### src/elevator_pkg.sv
// elevator package with the motor, door and door sensor encodings and default sizes
`default_nettype none

package elevator_pkg;

	// motor command
	typedef enum logic [1:0] {
		ENG_IDLE  = 2'd0,
		ENG_DOWN  = 2'd1,
		ENG_UP    = 2'd2
	} engine_cmd_e;

	// door actuator
	typedef enum logic [1:0] {
		DOOR_IDLE  = 2'd0,    // actuator off
		DOOR_OPEN  = 2'd1,
		DOOR_CLOSE = 2'd2
	} door_cmd_e;

	// door position sensor
	typedef enum logic [1:0] {
		DS_BETWEEN = 2'd0,    // travelling or stopped halfway
		DS_OPEN    = 2'd1,
		DS_CLOSED  = 2'd2
	} door_sense_e;

	// building served by one car
	parameter int DEF_NUM_FLOORS = 8;

	// door hold time at a served floor in clock cycles
	parameter int DEF_DWELL_CYCLES = 16;

endpackage

`default_nettype wire

### src/elevator_requests.sv
// elevator call latches, holds car and hall calls per floor until the floor is served
`timescale 1ns/1ps
`default_nettype none

module elevator_requests #(
	parameter int NUM_FLOORS = elevator_pkg::DEF_NUM_FLOORS,
	localparam int FLOOR_W = $clog2(NUM_FLOORS)
) (
	input  wire                  clk,
	input  wire                  reset,
	input  wire [NUM_FLOORS-1:0] btn_in,
	input  wire [NUM_FLOORS-1:0] btn_up_out,
	input  wire [NUM_FLOORS-1:0] btn_down_out,
	input  wire [FLOOR_W-1:0]    floor,
	input  wire                  serve,
	output logic [NUM_FLOORS-1:0] pending
);

	// no up call from the top floor, no down call from floor 0
	localparam logic [NUM_FLOORS-1:0] UP_OK   = {1'b0, {(NUM_FLOORS-1){1'b1}}};
	localparam logic [NUM_FLOORS-1:0] DOWN_OK = {{(NUM_FLOORS-1){1'b1}}, 1'b0};

	logic [NUM_FLOORS-1:0] car_calls;    // pressed inside the car
	logic [NUM_FLOORS-1:0] up_calls;     // hall up buttons
	logic [NUM_FLOORS-1:0] down_calls;   // hall down buttons
	logic [NUM_FLOORS-1:0] clr_mask;
	logic [NUM_FLOORS-1:0] up_press;
	logic [NUM_FLOORS-1:0] down_press;

	// one-hot of the served floor, empty when not serving
	assign clr_mask = {{(NUM_FLOORS-1){1'b0}}, serve} << floor;

	assign up_press   = btn_up_out & UP_OK;
	assign down_press = btn_down_out & DOWN_OK;

	// clear wins over a press at the same floor
	always_ff @(posedge clk or negedge reset) begin
		if (!reset) begin
			car_calls  <= '0;
			up_calls   <= '0;
			down_calls <= '0;
		end else begin
			car_calls  <= (car_calls | btn_in) & ~clr_mask;
			up_calls   <= (up_calls | up_press) & ~clr_mask;
			down_calls <= (down_calls | down_press) & ~clr_mask;
		end
	end

	// any call at a floor makes it a stop candidate
	assign pending = car_calls | up_calls | down_calls;

endmodule

`default_nettype wire

### src/elevator_position.sv
// elevator position tracker, counts floors from the level sensors and drives the display
`timescale 1ns/1ps
`default_nettype none

module elevator_position #(
	parameter int NUM_FLOORS = elevator_pkg::DEF_NUM_FLOORS,
	localparam int FLOOR_W = $clog2(NUM_FLOORS)
) (
	input  wire               clk,
	input  wire               reset,
	input  wire               sensor_up,
	input  wire               sensor_down,
	input  wire               moving,
	input  wire               dir_up,
	output logic [FLOOR_W-1:0] floor,
	output logic               arrive,
	output logic [FLOOR_W-1:0] level_display
);

	localparam logic [FLOOR_W-1:0] TOP_FLOOR = FLOOR_W'(NUM_FLOORS - 1);

	logic               reached;      // car level with a landing
	logic               reached_q;
	logic [FLOOR_W-1:0] floor_q;

	assign reached = sensor_up & sensor_down;

	// only a new level counts, and only while the motor runs
	assign arrive = reached & ~reached_q & moving;

	always_ff @(posedge clk or negedge reset) begin
		if (!reset) begin
			reached_q <= 1'b0;
		end else begin
			reached_q <= reached;
		end
	end

	// step one landing per arrival, pinned at both ends of the shaft
	always_ff @(posedge clk or negedge reset) begin
		if (!reset) begin
			floor_q <= '0;
		end else if (arrive) begin
			if (dir_up && floor_q != TOP_FLOOR) begin
				floor_q <= floor_q + 1'b1;
			end else if (!dir_up && floor_q != '0) begin
				floor_q <= floor_q - 1'b1;
			end
		end
	end

	assign floor         = floor_q;
	assign level_display = floor_q;    // display follows the counter

endmodule

`default_nettype wire

### src/elevator_door.sv
// elevator door sequencer, opens, holds, closes and reopens on obstruction
`timescale 1ns/1ps
`default_nettype none

module elevator_door #(
	parameter int DWELL_CYCLES = elevator_pkg::DEF_DWELL_CYCLES,
	localparam int CNT_W = $clog2(DWELL_CYCLES + 1)
) (
	input  wire                        clk,
	input  wire                        reset,
	input  wire                        door_start,
	input  wire                        open_btn,
	input  wire                        close_btn,
	input  wire                        sensor_inside,
	input  wire                        overload,
	input  wire elevator_pkg::door_sense_e sensor_door,
	output elevator_pkg::door_cmd_e    door,
	output logic                       door_done
);

	import elevator_pkg::*;

	localparam logic [1:0] ST_REST    = 2'd0;
	localparam logic [1:0] ST_OPENING = 2'd1;
	localparam logic [1:0] ST_DWELL   = 2'd2;
	localparam logic [1:0] ST_CLOSING = 2'd3;

	localparam logic [CNT_W-1:0] DWELL_LAST = CNT_W'(DWELL_CYCLES - 1);

	logic [1:0]       state;
	logic [CNT_W-1:0] dwell_cnt;
	logic             blocked;    // someone in the doorway or car too heavy
	logic             reopen;

	assign blocked = sensor_inside | overload;
	assign reopen  = blocked | open_btn;

	// closed with nothing pushing it back open
	assign door_done = (state == ST_CLOSING) && !reopen && (sensor_door == DS_CLOSED);

	always_ff @(posedge clk or negedge reset) begin
		if (!reset) begin
			state     <= ST_REST;
			door      <= DOOR_IDLE;
			dwell_cnt <= '0;
		end else begin
			case (state)
				ST_REST: begin
					// open_btn at rest opens the door at the current landing
					if (door_start || open_btn) begin
						state <= ST_OPENING;
						door  <= DOOR_OPEN;
					end
				end
				ST_OPENING: begin
					if (sensor_door == DS_OPEN) begin
						state     <= ST_DWELL;
						door      <= DOOR_IDLE;
						dwell_cnt <= '0;
					end
				end
				ST_DWELL: begin
					if (reopen) begin
						dwell_cnt <= '0;    // hold the door while blocked
					end else if (close_btn || dwell_cnt == DWELL_LAST) begin
						state <= ST_CLOSING;
						door  <= DOOR_CLOSE;
					end else begin
						dwell_cnt <= dwell_cnt + 1'b1;
					end
				end
				ST_CLOSING: begin
					if (reopen) begin
						state <= ST_OPENING;    // back open, dwell starts again
						door  <= DOOR_OPEN;
					end else if (sensor_door == DS_CLOSED) begin
						state <= ST_REST;
						door  <= DOOR_IDLE;
					end
				end
				default: begin
					state <= ST_REST;
					door  <= DOOR_IDLE;
				end
			endcase
		end
	end

endmodule

`default_nettype wire

### src/elevator_dispatch.sv
// elevator scan dispatcher, picks the travel direction, decides stops and drives the motor
`timescale 1ns/1ps
`default_nettype none

module elevator_dispatch #(
	parameter int NUM_FLOORS = elevator_pkg::DEF_NUM_FLOORS,
	localparam int FLOOR_W = $clog2(NUM_FLOORS)
) (
	input  wire                      clk,
	input  wire                      reset,
	input  wire [NUM_FLOORS-1:0]     pending,
	input  wire [FLOOR_W-1:0]        floor,
	input  wire                      arrive,
	input  wire                      door_done,
	output elevator_pkg::engine_cmd_e engine,
	output logic                     moving,
	output logic                     dir_up,
	output logic                     door_start,
	output logic                     serve
);

	import elevator_pkg::*;

	localparam logic [1:0] ST_REST  = 2'd0;    // idle, door closed
	localparam logic [1:0] ST_MOVE  = 2'd1;
	localparam logic [1:0] ST_SERVE = 2'd2;    // stopped, door about to open
	localparam logic [1:0] ST_DOOR  = 2'd3;    // waiting for the door cycle

	localparam logic [FLOOR_W-1:0] TOP_FLOOR = FLOOR_W'(NUM_FLOORS - 1);

	logic [1:0]            state;
	logic                  dir_q;
	logic [NUM_FLOORS-1:0] above_mask;
	logic [NUM_FLOORS-1:0] below_mask;
	logic                  calls_above;
	logic                  calls_below;
	logic                  ahead;
	logic                  behind;
	logic                  here;
	logic                  leave;
	logic                  leave_up;
	logic [FLOOR_W-1:0]    next_floor;
	logic                  stop_next;

	always_comb begin
		for (int i = 0; i < NUM_FLOORS; i++) begin
			above_mask[i] = (i > int'(floor));
			below_mask[i] = (i < int'(floor));
		end
	end

	assign calls_above = |(pending & above_mask);
	assign calls_below = |(pending & below_mask);
	assign here        = pending[floor];

	// scan: keep going while work lies ahead, else turn round
	assign ahead    = dir_q ? calls_above : calls_below;
	assign behind   = dir_q ? calls_below : calls_above;
	assign leave    = ahead | behind;
	assign leave_up = ahead ? dir_q : !dir_q;

	// landing the car reaches on the coming arrive
	assign next_floor = dir_q ? ((floor == TOP_FLOOR) ? floor : floor + 1'b1)
	                          : ((floor == '0) ? floor : floor - 1'b1);

	// stop for a call, and always at the end of the shaft
	assign stop_next = pending[next_floor] ||
	                   (dir_q ? (next_floor == TOP_FLOOR) : (next_floor == '0));

	always_ff @(posedge clk or negedge reset) begin
		if (!reset) begin
			state  <= ST_REST;
			dir_q  <= 1'b1;
			engine <= ENG_IDLE;
		end else begin
			case (state)
				ST_REST: begin
					if (here) begin
						state <= ST_DOOR;    // serve this landing, no move
					end else if (leave) begin
						dir_q  <= leave_up;
						engine <= leave_up ? ENG_UP : ENG_DOWN;
						state  <= ST_MOVE;
					end
				end
				ST_MOVE: begin
					if (arrive && stop_next) begin
						engine <= ENG_IDLE;
						state  <= ST_SERVE;
					end
				end
				ST_SERVE: begin
					state <= ST_DOOR;
				end
				ST_DOOR: begin
					if (door_done) begin
						if (!here && leave) begin
							dir_q  <= leave_up;
							engine <= leave_up ? ENG_UP : ENG_DOWN;
							state  <= ST_MOVE;
						end else begin
							state <= ST_REST;    // new call here reopens from rest
						end
					end
				end
				default: begin
					state  <= ST_REST;
					engine <= ENG_IDLE;
				end
			endcase
		end
	end

	assign moving     = (state == ST_MOVE);
	assign dir_up     = dir_q;
	assign door_start = (state == ST_SERVE) || (state == ST_REST && here);
	assign serve      = door_start;    // calls clear as the door starts

endmodule

`default_nettype wire

### src/elevator_top.sv
// elevator controller top, joins call latches, position, door and dispatch to the building
`timescale 1ns/1ps
`default_nettype none

module elevator_top #(
	parameter int NUM_FLOORS   = elevator_pkg::DEF_NUM_FLOORS,
	parameter int DWELL_CYCLES = elevator_pkg::DEF_DWELL_CYCLES,
	localparam int FLOOR_W = $clog2(NUM_FLOORS)
) (
	input  wire                        clk,
	input  wire                        reset,
	input  wire                        open_btn,
	input  wire                        close_btn,
	input  wire                        overload,
	input  wire                        sensor_up,      // both high at a landing
	input  wire                        sensor_down,
	input  wire                        sensor_inside,
	input  wire elevator_pkg::door_sense_e sensor_door,
	input  wire [NUM_FLOORS-1:0]       btn_in,
	input  wire [NUM_FLOORS-1:0]       btn_up_out,
	input  wire [NUM_FLOORS-1:0]       btn_down_out,
	output elevator_pkg::engine_cmd_e  engine,
	output elevator_pkg::door_cmd_e    door,
	output logic [FLOOR_W-1:0]         level_display
);

	logic [NUM_FLOORS-1:0] pending;
	logic [FLOOR_W-1:0]    floor;
	logic                  arrive;
	logic                  moving;
	logic                  dir_up;
	logic                  door_start;
	logic                  door_done;
	logic                  serve;

	elevator_requests #(.NUM_FLOORS(NUM_FLOORS)) requests_i (
		.clk(clk), .reset(reset),
		.btn_in(btn_in), .btn_up_out(btn_up_out), .btn_down_out(btn_down_out),
		.floor(floor), .serve(serve), .pending(pending)
	);

	elevator_position #(.NUM_FLOORS(NUM_FLOORS)) position_i (
		.clk(clk), .reset(reset),
		.sensor_up(sensor_up), .sensor_down(sensor_down),
		.moving(moving), .dir_up(dir_up),
		.floor(floor), .arrive(arrive), .level_display(level_display)
	);

	elevator_door #(.DWELL_CYCLES(DWELL_CYCLES)) door_i (
		.clk(clk), .reset(reset), .door_start(door_start),
		.open_btn(open_btn), .close_btn(close_btn),
		.sensor_inside(sensor_inside), .overload(overload),
		.sensor_door(sensor_door), .door(door), .door_done(door_done)
	);

	elevator_dispatch #(.NUM_FLOORS(NUM_FLOORS)) dispatch_i (
		.clk(clk), .reset(reset),
		.pending(pending), .floor(floor), .arrive(arrive), .door_done(door_done),
		.engine(engine), .moving(moving), .dir_up(dir_up),
		.door_start(door_start), .serve(serve)
	);

endmodule

`default_nettype wire

### config.mk
export PLATFORM = sky130hd
export DESIGN_NAME = elevator_top
export DESIGN_NICKNAME = d
export VERILOG_FILES = /design/src/elevator_pkg.sv /design/src/elevator_requests.sv /design/src/elevator_position.sv /design/src/elevator_door.sv /design/src/elevator_dispatch.sv /design/src/elevator_top.sv
export SDC_FILE = /design/constraint.sdc
export NUM_CORES = 1
export LEC_CHECK = 0
export BUFFER_PORTS_ARGS = -buffer_cell sky130_fd_sc_hd__buf_2
export CAP_MARGIN = 0
export CORE_MARGIN = 2
export CORE_UTILIZATION = 40
export CTS_CLUSTER_DIAMETER = 30
export DETAILED_ROUTE_END_ITERATION = 16
export PLACE_DENSITY = 0.66
export RECOVER_POWER = 100
export SLEW_MARGIN = 20
export SYNTH_ARGS = -nofsm -noshare
export SYNTH_HDL_FRONTEND = slang
export SYNTH_SLANG_ARGS = --single-unit
### constraint.sdc
create_clock -name clk -period 2.85 [get_ports clk]
set_input_delay 0.1425 -clock clk [delete_from_list [all_inputs] [get_ports clk]]
set_output_delay 0.1425 -clock clk [all_outputs]
set_load 0.005 [all_outputs]
# --- Word level (Yosys, flattened, before mapping) ---
# Cells that the tools add are included.
totals:
  mem_bits_ro: 0
  wordCells: 150
  latchBits: 0
  reg_bits: 42
  ram_bits: 0
  in_bits: 34
  output_inout_bits: 7
  memories: 0
classes:
  shift: 1
  n_addsub: 3
  bitwise_logic: 18
  eq_ne: 24
  multipliers: 0
  magnitude_cmp: 16
  n_mux: 46
  reduce_logical: 31
  div_mod_pow: 0
ops:
  columns: ["op", "n"]
  rows:
  - ["$mux W2", 19]
  - ["$and A8 B8 Y8", 4]
  - ["$or A8 B8 Y8", 4]
  - ["$pmux W2 S4", 3]
  - ["$reduce_or A8 Y1", 2]
  - ["$mux W3", 5]
  - ["$mux W5", 3]
  - ["$ne A2 B1 Y1 const B", 7]
  - ["$gt A3 B3 Y1 const A", 4]
  - ["$mux W1", 11]
  - ["$eq A2 B2 Y1 const B", 5]
  - ["$pmux W5 S2", 1]
  - ["$reduce_and A5 Y1", 2]
  - ["$lt A3 B3 Y1 const A", 3]
  - ["$and A8 B7 Y8", 1]
  - ["$lt A3 B4 Y1 const B", 2]
  - ["$not A8 Y8", 1]
  - ["$or A8 B7 Y8", 1]
  - ["$shl A1 B3 Y8", 1]
  - ["$logic_and A1 B1 Y1", 7]
  - ["$bmux W1 S3", 2]
  - ["$eq A2 B1 Y1 const B", 3]
  - ["$eq A3 B3 Y1 const B", 2]
  - ["$gt A2 B3 Y1 const A", 2]
  - ["25 further kinds", 44]

# --- Longest topological paths before layout ---
# Gate-level depths: netlist (run 1).
depth:
  depth_word: 10
  ltp_mapped: 10

# --- Cells and area by module ---
# From an unflattened synthesis (run 1), not the netlist that was laid out.
hier_totals:
  cells_unflattened: 288
  hier_area_um2: 2810.2
by_module_without_submodules:
  columns: ["module", "cells_each", "area_per_inst_um2", "n_inst"]
  rows:
  - ["elevator_dispatch", 121, 963.4, 1]
  - ["elevator_requests", 75, 913.4, 1]
  - ["elevator_door", 60, 620.6, 1]
  - ["elevator_position", 32, 312.8, 1]

# --- Worst setup path after synthesis (run 1) ---
# Ideal clock, no wire load.
synth_path:
  kind: "reg-to-reg"
  startpoint: "register position_i.floor_q[1] (netlist: position_i.floor[1])"
  endpoint: "register dispatch_i.engine[0]"
  stages_incl_launch_ff: 10
  slack_ps: 380
  arrival_ps: 2346
  required_ps: 2726
  setup_ps: 124
  period_less_slack_ps: 2470
  path_cell_list: "dfrtp_1 > inv_1 > ha_1 > nor3b_1 > o211a_1 > mux2i_1 > a2bb2oi_1 > a41oi_1 > or2_0 > a211o_1"
synth_via:
  elab_chain_len: 9
  word_cells_on_any_way: 51
synth_rtl:
  columns: ["item", "line", "text"]
  rows:
  - ["start: declaration", "elevator_position.sv:24", "logic [FLOOR_W-1:0] floor_q;"]
  - ["start signal: assignment", "elevator_position.sv:45", "floor_q <= floor_q + 1'b1;"]
  - ["start signal: assignment", "elevator_position.sv:47", "floor_q <= floor_q - 1'b1;"]
  - ["$sub A3 B1 Y3, or another cell as far along", "elevator_dispatch.sv:64", ": ((floor == '0) ? floor : floor - 1'b1);"]
  - ["$mux W3, or another cell as far along", "elevator_dispatch.sv:64", null]
  - ["$mux W3, or another cell as far along", "elevator_dispatch.sv:63", "assign next_floor = dir_q ? ((floor == TOP_FLOOR) ? floor : floor + 1'b1)"]
  - ["$bmux W1 S3, or another cell as far along", "elevator_dispatch.sv:67", "assign stop_next = pending[next_floor] ||"]
  - ["$mux W1, on equally long branches", "elevator_dispatch.sv:67, elevator_dispatch.sv:60, elevator_dispatch.sv:68", null]
  - ["$logic_or A1 B1 Y1 / $mux W2 (equally long branches)", "elevator_dispatch.sv:67, elevator_dispatch.sv:82, elevator_dispatch.sv:99", null]
  - ["$logic_and A1 B1 Y1, or another cell as far along", "elevator_dispatch.sv:87", "if (arrive && stop_next) begin"]
  - ["$ne A2 B1 Y1 (no source line), or another cell as far along", null, null]
  - ["$reduce_and A6 Y1 (no source line) / $pmux W2 S3 (equally long branches)", null, null]
  - ["end signal: assignment", "elevator_dispatch.sv:82", "engine <= leave_up ? ENG_UP : ENG_DOWN;"]
  - ["end signal: assignment", "elevator_dispatch.sv:99", "engine <= leave_up ? ENG_UP : ENG_DOWN;"]
  - ["end: declaration", "elevator_dispatch.sv:15", "output elevator_pkg::engine_cmd_e engine,"]
# Parallel ways exist; a longest one is shown, timed or not. The select of a mux whose other input is x is not followed.
# A chain may end at the register's enable or synchronous reset.

# --- Worst setup path in the final report (run 1) ---
layout_path:
  startpoint: "register position_i.floor_q[0] (netlist: position_i.floor[0])"
  endpoint: "register dispatch_i.engine[0]"
# The elaborated chain is that of the path after synthesis.

==> results of run 1 <==
## layout make-up
type                       count  area share
timing repair buffer          49     0.08812
sequential                    42      0.3580
inverter                      15     0.01916
clock inverter                 2     0.01277
multi-input combinational    207      0.4653
clock buffer                   6     0.02469
tap                           75     0.03193
## stage by stage
step	cell area [µm²]	total power, W	cells	setup WS (ns)	hold slack [ns]
final	2939	0.002995	396	0.1701	0.04525
after global routing	2939	0.003288	396	0.02320	0.03950
after CTS	2945	0.003022	396	0.09790	0.03412
after detailed placement	2835	0.002536	388	0.1155	0.3494
after global placement	2835	0.002496	388	0.2128	0.3458
after floorplan	2501	0.002111	269	0.3803	-0.1531
## cells by family (layout without fill, tap and decap cells)
group	Yosys count	after routing	synth area share
flops	42	42	0.4207
fa+ha+maj	15	15	0.07504
buf+inv	20	72	0.03552
mux	7	7	0.03352
xor+xnor	2	2	0.007005
compound gates	79	79	0.2156
simple gates	104	104	0.2126
## state kept, by name, indices dropped and copies added (netlist names), 2 cells and up
signal	cells
dispatch_i.engine	2
dispatch_i.state	2
door_i.door	2
door_i.dwell_cnt	5
door_i.state	2
position_i.floor	3
requests_i.car_calls	8
requests_i.down_calls	8
requests_i.up_calls	8
## metal layers
metal	GRT usage	routed length (µm)
met1	0.2397	2711
met3	0.03479	259
met4	0.04471	20
met5	0	0
met2	0.2595	2490
## how the worst min path moves through the flow
stage | slack (ns) | start | endpoint
floorplan | -0.15 | reset | dispatch_i.engine[0]$_DFFE_PN0P_
global placement | 0.35 | btn_up_out[6] | requests_i.up_calls[6]$_DFF_PN0_
detailed placement | 0.35 | btn_up_out[6] | requests_i.up_calls[6]$_DFF_PN0_
CTS | 0.03 | reset | requests_i.car_calls[1]$_DFF_PN0_
global route | 0.04 | btn_down_out[6] | requests_i.down_calls[6]$_DFF_PN0_
finish | 0.05 | btn_up_out[5] | requests_i.up_calls[5]$_DFF_PN0_
## cells in the final DEF, fill, tap and decap left out, types with 11 or more instances in the layout
master   count
nor3_1      11
o21ai_0     17
ha_1        14
nor2_1      34
a21oi_1     13
o21a_1      12
nand2_1     17
dfrtp_1     41
buf_2       36
inv_1       14
## report_power, final
group | internal (W) | leakage (nW) | total (W) | switching (W)
combinational | 0.000674 | 0.703 | 0.00152 | 0.000842
sequential | 0.000811 | 0.460 | 0.00101 | 0.000196
clock | 0.000262 | 0.0514 | 0.000473 | 0.000211
## what timing repair did
| action | 4_1_cts | 5_1_grt |
|---|---|---|
| resized for setup | 0 | 3 |
| hold endpoints to repair | 0 | 0 |
| endpoints found under the setup margin | 0 | 4 |
==> flow_metrics.env, run 1 <==
export IMPL_status="finished, violations left"
export IMPL_violations="capacitance limit, slew limit"
export IMPL_gp_congestion=0.8360
export IMPL_startpoint="position_i.floor[0]$_DFFE_PN0P_"
export IMPL_timing_rr_start="position_i.floor[0]$_DFFE_PN0P_"
export IMPL_die_h_um=83.08
export IMPL_nFillCells=589
export IMPL_crit_buf_inv=1
export IMPL_io_pins=41
export IMPL_worstPathMaxFanout=7
export IMPL_grt_pass1_wl_um=9625
export IMPL_critPathTopFamily="compound AO/OA/AOI/OAI gates"
export IMPL_cts_clk_slew_worst_paths_ns=0.08
export IMPL_max_freq_ghz=0.3731
export IMPL_worstSetupPathType="flip-flop to flip-flop"
export IMPL_register_area_mm2=0.001052
export IMPL_drt_first_pass_iters=4
export IMPL_synth_top_cells_by_count="dfrtp_1 (41), nor2_1 (34), nand2_1 (17), o21ai_0 (16), ha_1 (15)"
export IMPL_start_kind="flip-flop"
export IMPL_core_area_mm2=0.005991
export IMPL_max_stage_delay_ns=0.47
export IMPL_setup_viol=0
export IMPL_ys_ff_latch=42
export IMPL_critPathSlowestCell="dfrtp_1"
export IMPL_fp_row_count=28
export IMPL_cts_tree="built"
export IMPL_crit_arrival_ns=2.86
export IMPL_route_vias_total=2163
export IMPL_syn_num_nets=318
export IMPL_slew_headroom=-0.4674
export IMPL_critPathRequiredTime_ns=3.03
export IMPL_gr_total_overflow=0
export IMPL_drive_gt1_frac=0.1963
export IMPL_ys_top_cells_by_area="dfrtp_1 (41%), ha_1 (7.5%), nor2_1 (5.1%), o21a_1 (3.6%), o21ai_0 (3.2%)"
export IMPL_cts_hold_buf=0
export IMPL_hold_class="input port to flip-flop"
export IMPL_ctsHtreeMaxLevel=2
export IMPL_syn_inst=269
export IMPL_first_global_vias=2068
export IMPL_p_per_area_mw_per_mm2=1019
export IMPL_drc=0
export IMPL_r2r_slack_ns=0.17
export IMPL_ys_seq_area_frac=0.4207
export IMPL_cp_endpoint="dispatch_i.engine[0]$_DFFE_PN0P_"
export IMPL_tightest_slew_ns=2.201
export IMPL_p_leak_nw=1.215
export IMPL_ant_nets=0
export IMPL_yosys_warnings=0
export IMPL_num_nets_final=369
export IMPL_cts_buffers=5
export IMPL_timing_final_crit_share=0.9403
export IMPL_fin_crit_ns=2.680
export IMPL_wirelength_um=5481
export IMPL_utilization=0.4906
export IMPL_via_per_inst=5.462
export IMPL_crit_path_end_kind="flip-flop"
export IMPL_path_depth=9
export IMPL_die_area_mm2=0.006901
export IMPL_post_cts_buffers=0
export IMPL_yosys_area_top_type="dfrtp_1"
export IMPL_worstPathCellList="inv_1 -> ha_2 -> nor3b_1 -> o211a_1 -> mux2i_1 -> a2bb2oi_1 -> a41oi_1 -> or2_0 -> a211o_1"
export IMPL_syn_to_final_growth_pct=17.51
export IMPL_drv_cap=1
export IMPL_antenna_found_initial=0
export IMPL_dp_hpwl_um=4191
export IMPL_synth_edff_count=0
export IMPL_tns_ns=0
export IMPL_diodes=0
export IMPL_syn_area_per_cell_um2=9.298
export IMPL_synthDistinctLibCells=55
export IMPL_ir_drop_mv=0.3890
export IMPL_r2r_end="dispatch_i.engine[0]$_DFFE_PN0P_"
export IMPL_drt_iter0_markers=141
export IMPL_synth_area_mm2=0.002501
export IMPL_ys_flop_type="dfrtp_1"
export IMPL_clock_skew_ns=0.003119
export IMPL_cts_root_buf="clkbuf_8"
export IMPL_grt_start_max_net_pins=43
export IMPL_final_max_slew_viol_count=43
export IMPL_grt_use_total=0.1679
export IMPL_io_buffer_count=38
export IMPL_rr_worst_depth=9
export IMPL_async_reset_ff_frac=1.000
export IMPL_yosysMostFrequentCell="dfrtp_1"
export IMPL_wl_per_cell_um=13.84
export IMPL_hold_viol_final=0
export IMPL_clk_latency_ns=0.29
export IMPL_die_x_um=83.08
export IMPL_rsz0062_at_grt="no"
export IMPL_synth_top_area_frac=0.4102
export IMPL_hold_depth=2
export IMPL_multi_input_area_mm2=0.001368
export IMPL_initial_utilization=0.4175
export IMPL_cts_sinks=42
export IMPL_ctsLongestPathBuffers=2
(Power assumes the default switching activity.)
==> run 2, diff against run 1 <==
Settings changed: CORE_MARGIN 2 to default.
==> run 2 against run 1 <==
  * Clock skew is 0.00078 ns higher
  * Clock power decreased by 0.8%
  * The flow still finishes with violations (capacitance limit, slew limit)
  * Total power down 0.71%
  * Critical endpoint unchanged
  * Die area is 4.8% lower
  * Critical path type unchanged
  * Routed wire length down 0.13%
  * Non-clock buffer count is 3 lower
==> flow_metrics.env, run 2 (synthesis gave the netlist of run 1 again) <==
export IMPL_fin_crit_ns=2.664
export IMPL_max_freq_ghz=0.3754
export IMPL_combPwrFrac=0.499
export IMPL_gr_total_overflow=0
export IMPL_crit_top_cell="ha_1"
export IMPL_nFillCells=592
export IMPL_critPathRequiredTime_ns=3.04
export IMPL_tns_ns=0
export IMPL_drt_iter0_markers=127
export IMPL_tightest_slew_ns=2.185
export IMPL_reg_largest_list="requests_i.car_calls x8, requests_i.down_calls x8, requests_i.up_calls x8"
export IMPL_hold_start="btn_in[5]"
export IMPL_clk_latency_ns=0.30
export IMPL_syn_to_final_growth_pct=16.26
export IMPL_rsz0062_at_grt="no"
export IMPL_layout_common_cells="dfrtp_1 (41), buf_2 (36), nor2_1 (34), nand2_1 (17), o21ai_0 (16)"
export IMPL_drt_first_pass_iters=4
export IMPL_r2r_end="dispatch_i.engine[0]$_DFFE_PN0P_"
export IMPL_cts_clk_slew_worst_paths_ns=0.08
export IMPL_core_area_mm2=0.005991
export IMPL_drv_cap=1
export IMPL_grt_start_max_net_pins=43
export IMPL_worst_slack_ns=0.1859
export IMPL_crit_arrival_ns=2.85
export IMPL_p_per_area_mw_per_mm2=1023
export IMPL_p_leak_nw=1.204
export IMPL_num_nets_final=366
export IMPL_grt_pass1_wl_um=9149
export IMPL_diodes=0
export IMPL_critPathSlowestCell="dfrtp_1"
export IMPL_finalPower_w=0.002974
export IMPL_multi_input_area_mm2=0.001360
export IMPL_internal_power_w=0.001715
export IMPL_antenna_found_initial=0
export IMPL_cts_tree="built"
export IMPL_clkPwrFrac=0.158
export IMPL_clock_skew_ns=0.003897
export IMPL_fin_area_mm2=0.002908
export IMPL_route_vias_total=2161
export IMPL_hold_path_end="requests_i.car_calls[5]$_DFF_PN0_"
export IMPL_die_h_um=81.08
export IMPL_violations="capacitance limit, slew limit"
export IMPL_rr_worst_depth=9
export IMPL_die_x_um=81.08
export IMPL_seqPwrFrac=0.343
export IMPL_ctsLongestPathBuffers=2
export IMPL_cts_sinks=42
export IMPL_wl_per_cell_um=13.93
export IMPL_dp_hpwl_um=4136
export IMPL_gp_congestion=0.8793
export IMPL_max_stage_delay_ns=0.45
export IMPL_worstSetupPathType="flip-flop to flip-flop"
export IMPL_timing_final_crit_share=0.9348
export IMPL_via_per_inst=5.499
export IMPL_start_kind="flip-flop"
export IMPL_r2r_slack_ns=0.19
export IMPL_wirelength_um=5474
export IMPL_cts_hold_buf=0
export IMPL_cts_root_buf="clkbuf_8"
export IMPL_die_area_mm2=0.006573
export IMPL_post_cts_buffers=0
export IMPL_final_max_slew_viol_count=43
export IMPL_drive_gt1_frac=0.1855
export IMPL_status="finished, violations left"
export IMPL_io_buffer_count=38
export IMPL_hold_depth=2
export IMPL_ir_drop_mv=0.3777
export IMPL_place_ws_ns=0.2012
export IMPL_worstPathMaxFanout=6
export IMPL_setup_viol=0
export IMPL_grt_use_total=0.1832
export IMPL_initial_utilization=0.4175
export IMPL_slew_headroom=-0.4566
export IMPL_ctsHtreeMaxLevel=2
export IMPL_mostFrequentLayoutCell="dfrtp_1"
export IMPL_hold_viol_final=0
export IMPL_switching_power_w=0.001259
export IMPL_placed_cell_area_mm2=0.002813
export IMPL_switching_share=0.4233
export IMPL_hold_class="input port to flip-flop"
export IMPL_io_pins=41
export IMPL_worstPathCellList="ha_1 -> ha_1 -> a21boi_0 -> o21bai_1 -> and3_1 -> o211ai_1 -> a41oi_1 -> or2_0 -> a211o_1"
export IMPL_crit_path_end_kind="flip-flop"
export IMPL_first_global_vias=2014
export IMPL_register_area_mm2=0.001052
export IMPL_fp_row_count=28
export IMPL_ant_nets=0
export IMPL_drc=0
export IMPL_post_cts_resized=0
export IMPL_cts_buffers=5
export IMPL_timing_rr_start="position_i.floor[0]$_DFFE_PN0P_"
run 2: final cells by class:
type / instances / share of cell area
clock buffers: 5 / 0.02367
clock inverters: 3 / 0.01377
inverters: 15 / 0.01936
multi-input cells: 207 / 0.4677
flip-flops and latches: 42 / 0.3619
well taps: 75 / 0.03227
repair buffers: 46 / 0.08133
run 2: power groups by stage:
stage               clock network (W)  logic, W  registers [W]
finish                       0.000469   0.00149        0.00102
global route                 0.000506   0.00167        0.00105
CTS                          0.000483   0.00151        0.00102
detailed placement                  0   0.00150        0.00103
global placement                    0   0.00146        0.00102
floorplan                           0   0.00114       0.000971
run 2: layer usage:
metal | wire length [µm] | track usage
met3 | 265 | 0.03820
met5 | 0 | 0
met2 | 2515 | 0.2857
met4 | 94 | 0.07679
met1 | 2599 | 0.2459
run 2: worst max path at each step:
stage                                          from  slack, ns                               end  cells past startpoint
finish              position_i.floor[0]$_DFFE_PN0P_       0.19  dispatch_i.engine[0]$_DFFE_PN0P_                      9
global route        position_i.floor[0]$_DFFE_PN0P_      0.003   dispatch_i.state[1]$_DFFE_PN0P_                      9
CTS                 position_i.floor[0]$_DFFE_PN0P_       0.17  dispatch_i.engine[0]$_DFFE_PN0P_                      9
detailed placement  position_i.floor[0]$_DFFE_PN0P_       0.20  dispatch_i.engine[0]$_DFFE_PN0P_                      9
global placement    position_i.floor[0]$_DFFE_PN0P_       0.26  dispatch_i.engine[0]$_DFFE_PN0P_                      9
floorplan           position_i.floor[1]$_DFFE_PN0P_       0.38  dispatch_i.engine[0]$_DFFE_PN0P_                      9
run 2: worst max-delay path, delay by kind of cell, from the launching register on:
| kind | cells | cell delay, ns |
|---|---|---|
| AO/OA/AOI/OAI | 5 | 1.14 |
| AND/OR/NAND/NOR | 2 | 0.49 |
| flip-flops | 1 | 0.45 |
| adder cells (fa/ha/maj) | 2 | 0.49 |
run 2: metrics by stage:
step	hold slack [ns]	cells	util
global placement	0.3453	385	0.4695
detailed placement	0.3498	385	0.4695
floorplan	-0.1531	269	-
global route	0.03219	393	0.4854
CTS	0.02822	393	0.4877
finish	0.03761	393	0.4854
==> run 3, diff against run 2 <==
Settings changed: ABC_AREA from default to 1.
==> run 3 against run 2 <==
  * Largest power group unchanged
  * Hold slack better by 0.0062 ns
  * Sequential power barely moved
  * Routed wire length rose by 0.55%
  * Utilization decreased by 1.9 points
  * Total power grew 1.4%
  * The flow still finishes with violations (capacitance limit, slew limit)
  * Highest routed layer unchanged
  * Die area is 6.0% higher
==> flow_metrics.env, run 3 <==
export IMPL_ys_seq_area_frac=0.3963
export IMPL_ant_nets=0
export IMPL_post_cts_buffers=0
export IMPL_wirelength_um=5504
export IMPL_rsz0062_at_grt="no"
export IMPL_syn_num_nets=424
export IMPL_yosys_area_top_type="dfrtp_1"
export IMPL_synthDistinctLibCells=29
export IMPL_final_max_slew_viol_count=43
export IMPL_fin_crit_ns=2.410
export IMPL_start_kind="flip-flop"
export IMPL_post_cts_resized=0
export IMPL_initial_utilization=0.4158
export IMPL_worstPathMaxFanout=10
export IMPL_grt_start_max_net_pins=43
export IMPL_diodes=0
export IMPL_synth_edff_count=0
export IMPL_yosysMostFrequentCell="nand2_1"
export IMPL_syn_inst=375
export IMPL_cts_sinks=42
export IMPL_synth_area_mm2=0.002655
export IMPL_antenna_found_initial=0
export IMPL_mostFrequentLayoutCell="nand2_1"
export IMPL_timing_final_crit_share=0.8458
export IMPL_grt_use_total=0.1747
export IMPL_cts_hold_buf=0
export IMPL_first_global_vias=2263
export IMPL_tightest_slew_ns=2.230
export IMPL_slew_headroom=-0.4866
export IMPL_dp_hpwl_um=4218
export IMPL_dr_wl_met2_um=2514
export IMPL_hold_viol_final=0
export IMPL_via_per_inst=4.804
export IMPL_nFillCells=681
export IMPL_gp_congestion=0.8221
export IMPL_io_buffer_count=38
export IMPL_synth_top_family_by_area="simple AND/OR/NAND/NOR gates"
export IMPL_die_h_um=83.47
export IMPL_p_per_area_mw_per_mm2=1013
export IMPL_wl_per_cell_um=11.14
export IMPL_crit_arrival_ns=2.61
export IMPL_layout_common_cells="nand2_1 (96), nor2_1 (80), inv_1 (45), dfrtp_1 (41), buf_2 (37)"
export IMPL_reg_largest_list="requests_i.car_calls x8, requests_i.down_calls x8, requests_i.up_calls x8"
export IMPL_cts_clk_slew_worst_paths_ns=0.08
export IMPL_crit_path_end_kind="flip-flop"
export IMPL_hold_class="input port to flip-flop"
export IMPL_route_vias_total=2373
export IMPL_core_area_mm2=0.006386
export IMPL_drt_iter0_markers=111
export IMPL_max_freq_ghz=0.4149
export IMPL_clock_skew_ns=0.007350
export IMPL_synthAdderAreaFrac=0.07069
export IMPL_met1_length_um=2703
export IMPL_syn_area_per_cell_um2=7.080
export IMPL_ys_flop_type="dfrtp_1"
export IMPL_drt_first_pass_iters=4
export IMPL_yosys_warnings=0
export IMPL_utilization=0.4663
export IMPL_cts_buffers=5
export IMPL_grt_pass1_wl_um=9791
export IMPL_ir_drop_mv=0.3976
export IMPL_critPathRequiredTime_ns=3.05
export IMPL_gr_total_overflow=0
export IMPL_p_leak_nw=1.540
export IMPL_ys_ff_latch=42
export IMPL_synth_mux_area_fraction=0
export IMPL_tns_ns=0
export IMPL_async_reset_ff_frac=1.000
export IMPL_synth_xor_area_share=0.003299
export IMPL_drc=0
export IMPL_synth_top_cells_by_count="nand2_1 (95), nor2_1 (80), inv_1 (44), dfrtp_1 (41), nand3_1 (31)"
export IMPL_met3_length_um=206
export IMPL_synth_top_area_frac=0.3864
export IMPL_syn_to_final_growth_pct=12.16
export IMPL_drive_gt1_frac=0.1343
export IMPL_cts_root_buf="clkbuf_8"
export IMPL_status="finished, violations left"
export IMPL_die_x_um=83.47
export IMPL_drv_cap=1
export IMPL_worstSetupPathType="flip-flop to flip-flop"
export IMPL_violations="capacitance limit, slew limit"
export IMPL_die_area_mm2=0.006967
export IMPL_fp_row_count=29
export IMPL_io_pins=41
export IMPL_clk_latency_ns=0.31
export IMPL_synth_compound_area_frac=0.06880
export IMPL_top_layer="met4"
export IMPL_synth_simple_area_share=0.3713
export IMPL_ys_top_cells_by_area="dfrtp_1 (39%), nand2_1 (13%), nor2_1 (11%), ha_1 (7.1%), inv_1 (6.2%)"
export IMPL_cts_tree="built"
export IMPL_num_nets_final=465
export IMPL_setup_viol=0
export IMPL_ctsHtreeMaxLevel=2
export IMPL_ctsLongestPathBuffers=2
[run 3: cell count changes after synthesis, sizes merged, moves of 5 or more]
cell	delta
inv	+32
mux2i	-5
nand2	+82
nand3	+24
nor2	+47
nor2b	-5
o21a	-11
o31ai	-8
or3	-5
[run 3: through the flow]
stage	area [µm²]	cells	hold slack (ns)	total power, W	setup slack (ns)
4_1_cts	2992	494	0.02248	0.003051	0.4400
6_report	2978	494	0.04382	0.003015	0.4395
3_3_place_gp	2893	486	0.3515	0.002569	0.5329
5_1_grt	2978	494	0.05040	0.003362	0.07874
3_5_place_dp	2893	486	0.3577	0.002616	0.4607
2_1_floorplan	2655	375	-0.1531	0.002302	0.8216
[run 3: critical path: stages (launching register included)]
cell	delay (ns)
dfrtp_1	0.60
inv_1	0.24
ha_1	0.37
inv_1	0.06
nand2_1	0.06
nand2_1	0.05
nand2_1	0.07
nand3_1	0.11
inv_1	0.11
nor2_1	0.06
nor2_1	0.08
nand3_1	0.07
nand2_1	0.06
nand2_1	0.05
nand2_1	0.13
nand2_1	0.09
nand2_1	0.07
nand2_1	0.05
[run 3: final cells by class]
cell class	instances	area (µm²)	share of cell area
Clock buffer	6	82.58	0.02773
Clock inverter	2	16.27	0.005462
Inverter	47	181.4	0.06092
Multi-Input combinational cell	281	1353	0.4542
Sequential cell	42	1052	0.3534
Tap cell	77	96.34	0.03235
Timing Repair Buffer	39	196.4	0.06597
[run 3: where the power goes]
part / switching, W / total, W / leakage (nW) / internal [W]
sequential: 0.000192 / 0.00101 / 0.464 / 0.000815
combinational: 0.00100 / 0.00158 / 1.03 / 0.000582
clock: 0.000227 / 0.000427 / 0.0478 / 0.000200
[run 3: path summary, 6_finish.rpt]
| check | cells after the start | slack (ns) | start | end |
|---|---|---|---|---|
| setup / recovery | 17 | 0.44 | position_i.floor[1]$_DFFE_PN0P_ | dispatch_i.state[1]$_DFFE_PN0P_ |
| hold / removal | 3 | 0.04 | sensor_down | position_i.reached_q$_DFF_PN0_ |
| setup reg to reg | 17 | 0.44 | position_i.floor[1]$_DFFE_PN0P_ | dispatch_i.state[1]$_DFFE_PN0P_ |
| hold reg to reg | 2 | 0.48 | dispatch_i.engine[0]$_DFFE_PN0P_ | dispatch_i.engine[0]$_DFFE_PN0P_ |
| max in group asynchronous | 1 | 1.09 | reset | door_i.state[1]$_DFFE_PN0P_ |
| min in group asynchronous | 1 | 0.48 | reset | dispatch_i.engine[0]$_DFFE_PN0P_ |
[run 3: logic make-up after synthesis]
family                   after synthesis
adder cells (fa/ha/maj)               15
AND/OR/NAND/NOR                      231
flip-flops                            42
XOR/XNOR                               1
buffers and inverters                 52
AO/OA/AOI/OAI                         34
[run 3: layer usage]
layer,track usage,vias up
met1,0.2280,1071
met3,0.04055,6
met4,0.06009,0
met5,0,-
li1,-,1258
met2,0.2861,38
